## src/hw/dma_defines.svh

```systemverilog
// Project-wide DMA constants for queue depth and field widths, included by package and RTL
`ifndef DMA_DEFINES_SVH
`define DMA_DEFINES_SVH

// Transactions held by the shared queue buffer
`define DMA_QUEUE_DEPTH 4

// Slot index and element counter widths for the queue
`define DMA_QUEUE_IDX_WIDTH 2
`define DMA_QUEUE_CNT_WIDTH 3

// Transfer length in words
`define DMA_LEN_WIDTH 16

// Local (TCDM) and external byte addresses
`define DMA_TCDM_ADD_WIDTH 16
`define DMA_EXT_ADD_WIDTH 32

// One register write from the core
`define DMA_REG_WIDTH 32

// Address step of one word beat, in bytes
`define DMA_WORD_BYTES 4

`endif

```

## src/hw/dma_pkg.sv

```systemverilog
// Shared DMA types: field vectors, transaction and beat structs, FSM state encodings
`default_nettype none
`include "dma_defines.svh"

package dma_pkg;

   // Field vectors
   typedef logic [`DMA_LEN_WIDTH-1:0]      len_t;      // Length in words
   typedef logic [`DMA_TCDM_ADD_WIDTH-1:0] tcdm_add_t; // Local byte address
   typedef logic [`DMA_EXT_ADD_WIDTH-1:0]  ext_add_t;  // External byte address
   typedef logic [`DMA_REG_WIDTH-1:0]      reg_data_t; // Register write word

   // One queued transfer, direction bit on top
   typedef struct packed {
      logic      is_rx;    // 0 = tx (local to external), 1 = rx
      len_t      len;
      tcdm_add_t tcdm_add;
      ext_add_t  ext_add;
   } trans_t;

   // Address pair of a single word beat
   typedef struct packed {
      tcdm_add_t tcdm_add;
      ext_add_t  ext_add;
   } beat_t;

   // Command decoder, one state per expected register word
   typedef enum logic [1:0] {
      WAIT_LEN,
      WAIT_TCDM,
      WAIT_EXT,
      PUSH
   } dec_state_e;

   // Channel engine
   typedef enum logic [1:0] {
      IDLE,
      BEATS,
      DONE
   } chan_state_e;

endpackage

`default_nettype wire

```

## src/hw/cmd_decoder.sv

```systemverilog
// Assembles three core register writes into one DMA transaction and hands it to the queue
`timescale 1ns/1ps
`default_nettype none
`include "dma_defines.svh"

module cmd_decoder
(
   input  logic               clk_i,
   input  logic               rst_ni,

   input  logic               reg_wr_i,
   input  dma_pkg::reg_data_t reg_wdata_i,
   output logic               reg_gnt_o,

   output logic               q_req_o,
   output dma_pkg::trans_t    q_dat_o,
   input  logic               q_gnt_i
);

   dma_pkg::dec_state_e s_state;
   dma_pkg::dec_state_e s_state_n;
   dma_pkg::trans_t     r_trans;  // Transaction under assembly
   logic                s_wr;     // Register write accepted this cycle

   // Registers are refused while a finished command waits for the queue
   assign reg_gnt_o = (s_state != dma_pkg::PUSH);
   assign q_req_o   = (s_state == dma_pkg::PUSH);
   assign q_dat_o   = r_trans;

   assign s_wr = reg_wr_i && reg_gnt_o;

   always_comb
   begin
      s_state_n = s_state;
      case (s_state)
         dma_pkg::WAIT_LEN:  if (s_wr) s_state_n = dma_pkg::WAIT_TCDM;
         dma_pkg::WAIT_TCDM: if (s_wr) s_state_n = dma_pkg::WAIT_EXT;
         dma_pkg::WAIT_EXT:  if (s_wr) s_state_n = dma_pkg::PUSH;
         dma_pkg::PUSH:      if (q_gnt_i) s_state_n = dma_pkg::WAIT_LEN;
         default:            s_state_n = dma_pkg::WAIT_LEN;
      endcase
   end

   always_ff @(posedge clk_i or negedge rst_ni)
   begin
      if (!rst_ni)
         s_state <= dma_pkg::WAIT_LEN;
      else
         s_state <= s_state_n;
   end

   // Field capture, one field group per command word
   always_ff @(posedge clk_i)
   begin
      if (s_wr)
      begin
         case (s_state)
            dma_pkg::WAIT_LEN:
            begin
               r_trans.len   <= reg_wdata_i[`DMA_LEN_WIDTH-1:0];
               r_trans.is_rx <= reg_wdata_i[`DMA_LEN_WIDTH];  // Direction flag above length
            end
            dma_pkg::WAIT_TCDM: r_trans.tcdm_add <= reg_wdata_i[`DMA_TCDM_ADD_WIDTH-1:0];
            dma_pkg::WAIT_EXT:  r_trans.ext_add  <= reg_wdata_i[`DMA_EXT_ADD_WIDTH-1:0];
            default:            r_trans <= r_trans;
         endcase
      end
   end

   // A zero-length command would leave a channel with nothing to send
   a_len_nonzero: assert property (@(posedge clk_i) disable iff (!rst_ni)
      $rose(q_req_o) |-> (q_dat_o.len != '0))
      else $error("cmd_decoder: zero-length command offered to the queue");

endmodule

`default_nettype wire

```

## src/hw/trans_queue.sv

```systemverilog
// Shared-buffer transaction queue with independent in-order tx and rx outputs
`timescale 1ns/1ps
`default_nettype none
`include "dma_defines.svh"

module trans_queue
(
   input  logic            clk_i,
   input  logic            rst_ni,

   input  logic            req_i,
   output logic            gnt_o,
   input  dma_pkg::trans_t dat_i,

   output logic            tx_req_o,
   input  logic            tx_gnt_i,
   output dma_pkg::trans_t tx_dat_o,

   output logic            rx_req_o,
   input  logic            rx_gnt_i,
   output dma_pkg::trans_t rx_dat_o
);

   typedef logic [`DMA_QUEUE_IDX_WIDTH-1:0] idx_t;
   typedef logic [`DMA_QUEUE_CNT_WIDTH-1:0] cnt_t;

   // Payload storage, any slot may hold either direction
   dma_pkg::trans_t s_buffer [`DMA_QUEUE_DEPTH];

   // Per-direction tables of buffer slots in arrival order
   idx_t s_tx_table [`DMA_QUEUE_DEPTH];
   idx_t s_rx_table [`DMA_QUEUE_DEPTH];

   idx_t s_tx_wr;   // Next tx table entry to fill
   idx_t s_tx_rd;   // Oldest tx table entry
   idx_t s_rx_wr;
   idx_t s_rx_rd;

   logic [`DMA_QUEUE_DEPTH-1:0] s_busy;  // Slot holds a live transaction
   idx_t s_free_idx;                     // Lowest free slot

   cnt_t s_elements;
   cnt_t s_tx_elements;
   cnt_t s_rx_elements;

   logic s_full;
   logic s_push;
   logic s_push_tx;
   logic s_push_rx;
   logic s_pop_tx;
   logic s_pop_rx;

   assign s_full   = (s_elements == cnt_t'(`DMA_QUEUE_DEPTH));
   assign gnt_o    = !s_full;
   assign s_push   = req_i && !s_full;

   assign s_push_tx = s_push && !dat_i.is_rx;
   assign s_push_rx = s_push && dat_i.is_rx;
   assign s_pop_tx  = tx_req_o && tx_gnt_i;
   assign s_pop_rx  = rx_req_o && rx_gnt_i;

   // Priority search for the lowest slot not in use
   always_comb
   begin
      s_free_idx = '0;
      for (int i = `DMA_QUEUE_DEPTH - 1; i >= 0; i--)
      begin
         if (!s_busy[i])
            s_free_idx = idx_t'(i);
      end
   end

   // Element counters, push and both pops may coincide
   always_ff @(posedge clk_i or negedge rst_ni)
   begin
      if (!rst_ni)
      begin
         s_elements    <= '0;
         s_tx_elements <= '0;
         s_rx_elements <= '0;
      end
      else
      begin
         s_elements    <= s_elements + cnt_t'(s_push) - cnt_t'(s_pop_tx) - cnt_t'(s_pop_rx);
         s_tx_elements <= s_tx_elements + cnt_t'(s_push_tx) - cnt_t'(s_pop_tx);
         s_rx_elements <= s_rx_elements + cnt_t'(s_push_rx) - cnt_t'(s_pop_rx);
      end
   end

   // Busy tags and table pointers, which wrap with the power-of-two depth
   always_ff @(posedge clk_i or negedge rst_ni)
   begin
      if (!rst_ni)
      begin
         s_busy  <= '0;
         s_tx_wr <= '0;
         s_tx_rd <= '0;
         s_rx_wr <= '0;
         s_rx_rd <= '0;
      end
      else
      begin
         if (s_push)
            s_busy[s_free_idx] <= 1'b1;
         if (s_push_tx)
            s_tx_wr <= s_tx_wr + 1'b1;
         if (s_push_rx)
            s_rx_wr <= s_rx_wr + 1'b1;

         if (s_pop_tx)
         begin
            s_busy[s_tx_table[s_tx_rd]] <= 1'b0;  // Release slot of oldest tx
            s_tx_rd <= s_tx_rd + 1'b1;
         end
         if (s_pop_rx)
         begin
            s_busy[s_rx_table[s_rx_rd]] <= 1'b0;
            s_rx_rd <= s_rx_rd + 1'b1;
         end
      end
   end

   // Payload and slot tables
   always_ff @(posedge clk_i)
   begin
      if (s_push)
         s_buffer[s_free_idx] <= dat_i;
      if (s_push_tx)
         s_tx_table[s_tx_wr] <= s_free_idx;
      if (s_push_rx)
         s_rx_table[s_rx_wr] <= s_free_idx;
   end

   assign tx_dat_o = s_buffer[s_tx_table[s_tx_rd]];
   assign rx_dat_o = s_buffer[s_rx_table[s_rx_rd]];

   assign tx_req_o = (s_tx_elements != '0);
   assign rx_req_o = (s_rx_elements != '0);

   // Direction counts and busy tags both account for every stored element
   a_count_sum: assert property (@(posedge clk_i) disable iff (!rst_ni)
      (s_elements == s_tx_elements + s_rx_elements) &&
      (s_elements == cnt_t'($countones(s_busy))))
      else $error("trans_queue: element counts disagree with each other or the busy tags");

   // Busy tags must agree with the full flag
   a_push_free: assert property (@(posedge clk_i) disable iff (!rst_ni)
      s_push |-> !s_busy[s_free_idx])
      else $error("trans_queue: push into a busy slot");

endmodule

`default_nettype wire

```

## src/hw/xfer_channel.sv

```systemverilog
// Channel engine that turns one queued transaction into a stream of single-word beats
`timescale 1ns/1ps
`default_nettype none
`include "dma_defines.svh"

module xfer_channel
(
   input  logic            clk_i,
   input  logic            rst_ni,

   input  logic            trans_req_i,
   output logic            trans_gnt_o,
   input  dma_pkg::trans_t trans_i,

   output logic            beat_valid_o,
   output dma_pkg::beat_t  beat_o,
   input  logic            beat_gnt_i,

   output logic            done_o
);

   dma_pkg::chan_state_e s_state;
   dma_pkg::chan_state_e s_state_n;
   dma_pkg::len_t        r_len;   // Words still to send
   dma_pkg::beat_t       r_beat;  // Current address pair
   logic                 s_beat_acc;

   assign trans_gnt_o  = (s_state == dma_pkg::IDLE) && trans_req_i;
   assign beat_valid_o = (s_state == dma_pkg::BEATS);
   assign done_o       = (s_state == dma_pkg::DONE);
   assign beat_o       = r_beat;

   assign s_beat_acc = beat_valid_o && beat_gnt_i;

   always_comb
   begin
      s_state_n = s_state;
      case (s_state)
         dma_pkg::IDLE:
         begin
            // Empty command skips straight to completion
            if (trans_req_i)
               s_state_n = (trans_i.len == '0) ? dma_pkg::DONE : dma_pkg::BEATS;
         end
         dma_pkg::BEATS:
         begin
            if (s_beat_acc && (r_len == dma_pkg::len_t'(1)))
               s_state_n = dma_pkg::DONE;
         end
         dma_pkg::DONE: s_state_n = dma_pkg::IDLE;
         default:       s_state_n = dma_pkg::IDLE;
      endcase
   end

   always_ff @(posedge clk_i or negedge rst_ni)
   begin
      if (!rst_ni)
         s_state <= dma_pkg::IDLE;
      else
         s_state <= s_state_n;
   end

   // Latch on grant, then step one word per accepted beat
   always_ff @(posedge clk_i)
   begin
      if (trans_gnt_o)
      begin
         r_len           <= trans_i.len;
         r_beat.tcdm_add <= trans_i.tcdm_add;
         r_beat.ext_add  <= trans_i.ext_add;
      end
      else if (s_beat_acc)
      begin
         r_len           <= r_len - dma_pkg::len_t'(1);
         r_beat.tcdm_add <= r_beat.tcdm_add + dma_pkg::tcdm_add_t'(`DMA_WORD_BYTES);
         r_beat.ext_add  <= r_beat.ext_add + dma_pkg::ext_add_t'(`DMA_WORD_BYTES);
      end
   end

   // Stalled beat keeps its request and address pair
   a_beat_stable: assert property (@(posedge clk_i) disable iff (!rst_ni)
      (beat_valid_o && !beat_gnt_i) |=> (beat_valid_o && $stable(beat_o)))
      else $error("xfer_channel: beat changed while waiting for grant");

endmodule

`default_nettype wire

```

## src/hw/dma_trans_top.sv

```systemverilog
// DMA command front end: decoder, shared transaction queue and the tx and rx channel engines
`timescale 1ns/1ps
`default_nettype none

module dma_trans_top
(
   input  logic               clk_i,
   input  logic               rst_ni,

   input  logic               reg_wr_i,
   input  dma_pkg::reg_data_t reg_wdata_i,
   output logic               reg_gnt_o,

   output logic               tx_beat_valid_o,
   output dma_pkg::beat_t     tx_beat_o,
   input  logic               tx_beat_gnt_i,
   output logic               tx_done_o,

   output logic               rx_beat_valid_o,
   output dma_pkg::beat_t     rx_beat_o,
   input  logic               rx_beat_gnt_i,
   output logic               rx_done_o
);

   // Decoder to queue
   logic            s_q_req;
   logic            s_q_gnt;
   dma_pkg::trans_t s_q_dat;

   // Queue to channels
   logic            s_tx_req;
   logic            s_tx_gnt;
   dma_pkg::trans_t s_tx_dat;
   logic            s_rx_req;
   logic            s_rx_gnt;
   dma_pkg::trans_t s_rx_dat;

   cmd_decoder u_decoder
   (
      .clk_i       ( clk_i       ),
      .rst_ni      ( rst_ni      ),
      .reg_wr_i    ( reg_wr_i    ),
      .reg_wdata_i ( reg_wdata_i ),
      .reg_gnt_o   ( reg_gnt_o   ),
      .q_req_o     ( s_q_req     ),
      .q_dat_o     ( s_q_dat     ),
      .q_gnt_i     ( s_q_gnt     )
   );

   trans_queue u_queue
   (
      .clk_i    ( clk_i    ),
      .rst_ni   ( rst_ni   ),
      .req_i    ( s_q_req  ),
      .gnt_o    ( s_q_gnt  ),
      .dat_i    ( s_q_dat  ),
      .tx_req_o ( s_tx_req ),
      .tx_gnt_i ( s_tx_gnt ),
      .tx_dat_o ( s_tx_dat ),
      .rx_req_o ( s_rx_req ),
      .rx_gnt_i ( s_rx_gnt ),
      .rx_dat_o ( s_rx_dat )
   );

   xfer_channel u_tx_chan  // Local to external
   (
      .clk_i        ( clk_i           ),
      .rst_ni       ( rst_ni          ),
      .trans_req_i  ( s_tx_req        ),
      .trans_gnt_o  ( s_tx_gnt        ),
      .trans_i      ( s_tx_dat        ),
      .beat_valid_o ( tx_beat_valid_o ),
      .beat_o       ( tx_beat_o       ),
      .beat_gnt_i   ( tx_beat_gnt_i   ),
      .done_o       ( tx_done_o       )
   );

   xfer_channel u_rx_chan  // External to local
   (
      .clk_i        ( clk_i           ),
      .rst_ni       ( rst_ni          ),
      .trans_req_i  ( s_rx_req        ),
      .trans_gnt_o  ( s_rx_gnt        ),
      .trans_i      ( s_rx_dat        ),
      .beat_valid_o ( rx_beat_valid_o ),
      .beat_o       ( rx_beat_o       ),
      .beat_gnt_i   ( rx_beat_gnt_i   ),
      .done_o       ( rx_done_o       )
   );

endmodule

`default_nettype wire

```

## config.mk

```make
export PLATFORM = sky130hd
export DESIGN_NAME = dma_trans_top
export DESIGN_NICKNAME = d
export VERILOG_FILES = /design/src/hw/dma_pkg.sv /design/src/hw/cmd_decoder.sv /design/src/hw/trans_queue.sv /design/src/hw/xfer_channel.sv /design/src/hw/dma_trans_top.sv
export VERILOG_INCLUDE_DIRS = /design/src /design/src/hw
export SDC_FILE = /design/constraint.sdc
export NUM_CORES = 1
export LEC_CHECK = 0
export BUFFER_PORTS_ARGS = -buffer_cell sky130_fd_sc_hd__buf_2
export CORE_MARGIN = 3
export CORE_UTILIZATION = 50
export DETAILED_ROUTE_END_ITERATION = 8
export PLACE_DENSITY = 0.8
export SKIP_CTS_REPAIR_TIMING = 1
export SLEW_MARGIN = 10
export SYNTH_ARGS = -nofsm -noshare
export SYNTH_HDL_FRONTEND = slang
export SYNTH_SLANG_ARGS = --single-unit
```

## constraint.sdc

```tcl
create_clock -name clk_i -period 9 [get_ports clk_i]
set_clock_uncertainty 0.15 [all_clocks]
set_input_delay 1.35 -clock clk_i [delete_from_list [all_inputs] [get_ports clk_i]]
set_output_delay 1.35 -clock clk_i [all_outputs]
set_load 0.02 [all_outputs]
```

==> summary by stage <==
Hold path
The worst min-delay path class is reg2reg. The worst hold path terminates at u_queue.s_buffer[1][58]$_DFFE_PP_. The number of cells on the worst hold path is 0. The worst hold path startpoint is u_decoder.q_dat_o[58]$_DFFE_PP_.

Global routing
The number of global-route vias before repair is 13800. The pin count of the biggest net entering global routing is 117. The number of antenna violations at the first check in global routing is 5. Global routing used 22.3% of the available tracks. After global routing the overflow that remains totals 0. The first global-routing pass estimated 80500 microns of wire.

Die
In this run the core area contains 76 standard-cell rows. The count of boundary I/O pins is 138. In this run the vertical extent of the chip is 217 microns.

The floorplan step set the die width to 217 microns. The area enclosed by the die boundary is 47000 sq um. The initial utilization of the core area, before any placement, comes to 51.2%. The area of the core region is 43500 sq um.

CTS
The number of sinks on the clock net is 492. The cell sitting at the root of the clock tree is a clkbuf_16. Clock latency on the worst-skew pair, taken at its later pin, is 0.56 ns. The maximum count of clock buffers along a single path is 3. The clock edge transition at the registers on the reported setup and hold paths is 0.06 ns. TritonCTS built the clock tree. The number of CTS-inserted buffers is 47.

The clock tree synthesis step divided the H-tree into 2 levels.

Cells and area
The post-route non-filler standard cell count is 2201. Fill cells in the final layout number 3243. Compared with the post-synthesis result, the final layout area differs by 13.0%. The core utilization of the finished layout is 57.8%. The final layout net count is 1646. In the final layout, the share of cells above drive strength 1 is 20.9%.

Place
The total of buffers placed on input and output ports is 137. The number of placed cells counting well taps is 2114. Prior to clock tree synthesis, the placed netlist has a worst setup slack of 5.07 ns.

After legalization and detailed placement, the total HPWL measured 32400 microns. The global placement routability congestion is 0.863.

Worst setup path
By startpoint and endpoint, the worst setup path is classified as reg2reg. In this run the critical register-to-register path is captured at u_tx_chan.s_state[0]$_DFFE_PN0P_. The element type at the critical path end is a flop. Of all nets on the critical path, the largest fanout is 46. The register-to-register path setup slack is 5.10 ns. The worst setup path is launched from a flop. Data on the critical path arrives at its endpoint at 4.19 ns. The source of the worst register-to-register timing path is u_queue.s_tx_rd[0]$_DFFE_PN0P_. STA puts the critical path data required time at 9.28 ns. Counting cells, the worst reg-to-reg path comes to 7.

Yosys
During synthesis, Yosys emitted a total of 0 warnings. In the synthesized netlist, the number of instances is 1442. The commonest cells after synthesis are edfxtp_1, nand2_1, o21ai_0.

In the synthesized netlist the dominant register cell turns out to be edfxtp_1. The synthesized netlist occupies a cell area of 22200 sq um. Ranked by total cell area, the synthesized netlist is headed by edfxtp_1, mux4_2, mux2i_1. The number of nets handed over by synthesis was 1510. The cell taking the most area after synthesis is edfxtp_1. The register bit count reported by yosys is 492. edfxtp_1 is the most common cell in the netlist.

Each instance of the synthesized netlist takes up on average 15.4 sq um. The sequential share of the synthesized area is 65.9%. The unique cell type count in the Yosys netlist is 45. The number of enable flip-flop cells after synthesis is 465. The top cell type by area accounts for 62.8% of the synthesized area. In the synthesized netlist the async set-or-reset flop fraction comes to 5.49%.

Routing
The final antenna-violating net count is 0. After detailed routing, the total wire length is 52600 microns. Dividing the detail-routed via count by the number of cells gives 6.15. The number of search-and-repair iterations in the first detailed-routing pass is 5.

The iteration-0 DRC count of the detailed router is 1525. After detailed routing, the average wire length per cell comes to 23.9 microns. The total DRC errors in the routed layout is 0. The total via count in the routed design is 13500.

Power
Cell internal power was estimated by the tool at 6.28 mW. The worst ir drop on vdd is 0.209 mV. The total leakage power is 8.69 nW. The fraction of power consumed by sequential logic is 41.2%. Net switching is 37.2% of the power. The clock network burns 21.0% of the power. Dividing total power by cell area gives a power density of 398 nW/um^2.

The overall power is 10.0 mW. Combinational logic burns 37.8% of the power. The switching power of the nets is 3.72 mW.

STA
Static timing analysis puts the maximum clock frequency at 256 MHz. The clock period minus final worst setup slack is 3.90 ns. The hold violation count in the final report is 0. Setup repair after global routing left no endpoint under its margin. The setup slack of the critical path after layout is 5.10 ns.

The setup TNS is 0 ns. The final count of negative-setup-slack endpoints is 0. The max-slew violation count is 0. The remaining max-slew budget at the tightest pin is 17.4%.

In the finished design, the share of the clock period the worst path needs comes to 43.4%. The transition time at the pin with the least slew margin is 1.24 ns.

Status
The run finished with clean final reports.

Job
Max-cap violations in this run came to 0.
## stage by stage
stage | instance area, sq um | hold slack, ns
after floorplan | 22200 | 0.298
after global placement | 23500 | 0.310
after detailed placement | 23500 | 0.330
after CTS | 25100 | 0.330
after global routing | 25100 | 0.353
final | 25100 | 0.339
## layout by cell type, fill, tap and decap left out, types with 3 or more instances in the layout
master and count:
o21ai_0 110, clkinv_1 6, buf_4 17, edfxtp_1 465
clkinvlp_4 3, clkinv_2 7, ha_1 28, nand4_1 13
buf_2 137, clkbuf_1 11, mux4_2 96, nor2_1 48
nor4_1 17, a31oi_1 6, mux4_4 4, or4_1 3
a21oi_1 13, and4_1 4, nand2_1 160, bufinv_16 9
dfrtp_1 27, and3_1 17, mux2i_1 98, mux2_2 3
nor2b_1 6, nor3_1 15, clkbuf_16 49, or3_1 4
nand3_1 48, xor2_1 57, xnor2_1 59, inv_1 29
fa_1 3, and2_1 16
## kinds of logic after synthesis
kind of cell    after synthesis  synth area share, %
compound gates              141                 3.39
xor+xnor                    116                 4.57
fa+ha+maj                    31                 1.85
buf+inv                      98                 2.08
flops                       492                 65.9
mux                         201                 14.7
simple gates                363                 7.56
## critical path, cell delays in order (launching register included)
cell and delay (ns):
dfrtp_1 0.46, mux4_4 1.09, buf_4 0.72, mux2i_1 0.30, mux2i_1 0.14, nor4_1 0.39
nand4_1 0.23, a22o_1 0.29
## routing by layer
layer / global-route usage (%) / wire [microns]
met5: 0 / 0
met4: 7.18 / 1600
met3: 3.21 / 4580
met2: 37.1 / 26000
met1: 30.7 / 20500
## flip-flops by register name (all words and copies together) (netlist names), 4 cells and up
register / cells
u_decoder.q_dat_o: 65
u_queue.s_buffer: 256
u_queue.s_busy: 4
u_queue.s_rx_table: 8
u_queue.s_tx_table: 8
u_rx_chan.beat_o: 48
u_rx_chan.r_len: 16
u_tx_chan.beat_o: 48
u_tx_chan.r_len: 16
## power groups by stage
stage	Sequential (mW)	Clock, mW	Combinational, mW
after detailed placement	4.13	0	3.76
final	4.12	2.10	3.78
after CTS	4.10	2.12	3.81
after floorplan	4.29	0	2.46
after global routing	4.20	2.21	4.09
after global placement	4.07	0	3.65
## area by class of cell
| cell class | count | area [sq um] | share of cell area (%) |
|---|---|---|---|
| diodes | 1 | 2.50 | 0.00996 |
| clock buffers | 62 | 1290 | 5.16 |
| clock inverters | 24 | 349 | 1.39 |
| inverters | 31 | 119 | 0.473 |
| multi-input cells | 852 | 7170 | 28.5 |
| flip-flops and latches | 492 | 14600 | 58.3 |
| well taps | 585 | 732 | 2.91 |
| repair buffers | 154 | 813 | 3.24 |
## worst max path at each step
stage          cells after the start                        startpoint                               end
3_3_place_gp                       7    u_queue.s_tx_rd[0]$_DFFE_PN0P_  u_tx_chan.s_state[0]$_DFFE_PN0P_
2_1_floorplan                      5  u_decoder.s_state[1]$_DFFE_PN0P_       u_queue.s_busy[3]$_DFF_PN0_
4_1_cts                            7    u_queue.s_tx_rd[0]$_DFFE_PN0P_  u_tx_chan.s_state[0]$_DFFE_PN0P_
3_5_place_dp                       7    u_queue.s_tx_rd[0]$_DFFE_PN0P_  u_tx_chan.s_state[0]$_DFFE_PN0P_
5_1_grt                            7    u_queue.s_tx_rd[0]$_DFFE_PN0P_  u_tx_chan.s_state[0]$_DFFE_PN0P_
6_report                           7    u_queue.s_tx_rd[0]$_DFFE_PN0P_  u_tx_chan.s_state[0]$_DFFE_PN0P_
Note: power is estimated with default switching activity, not from simulation.
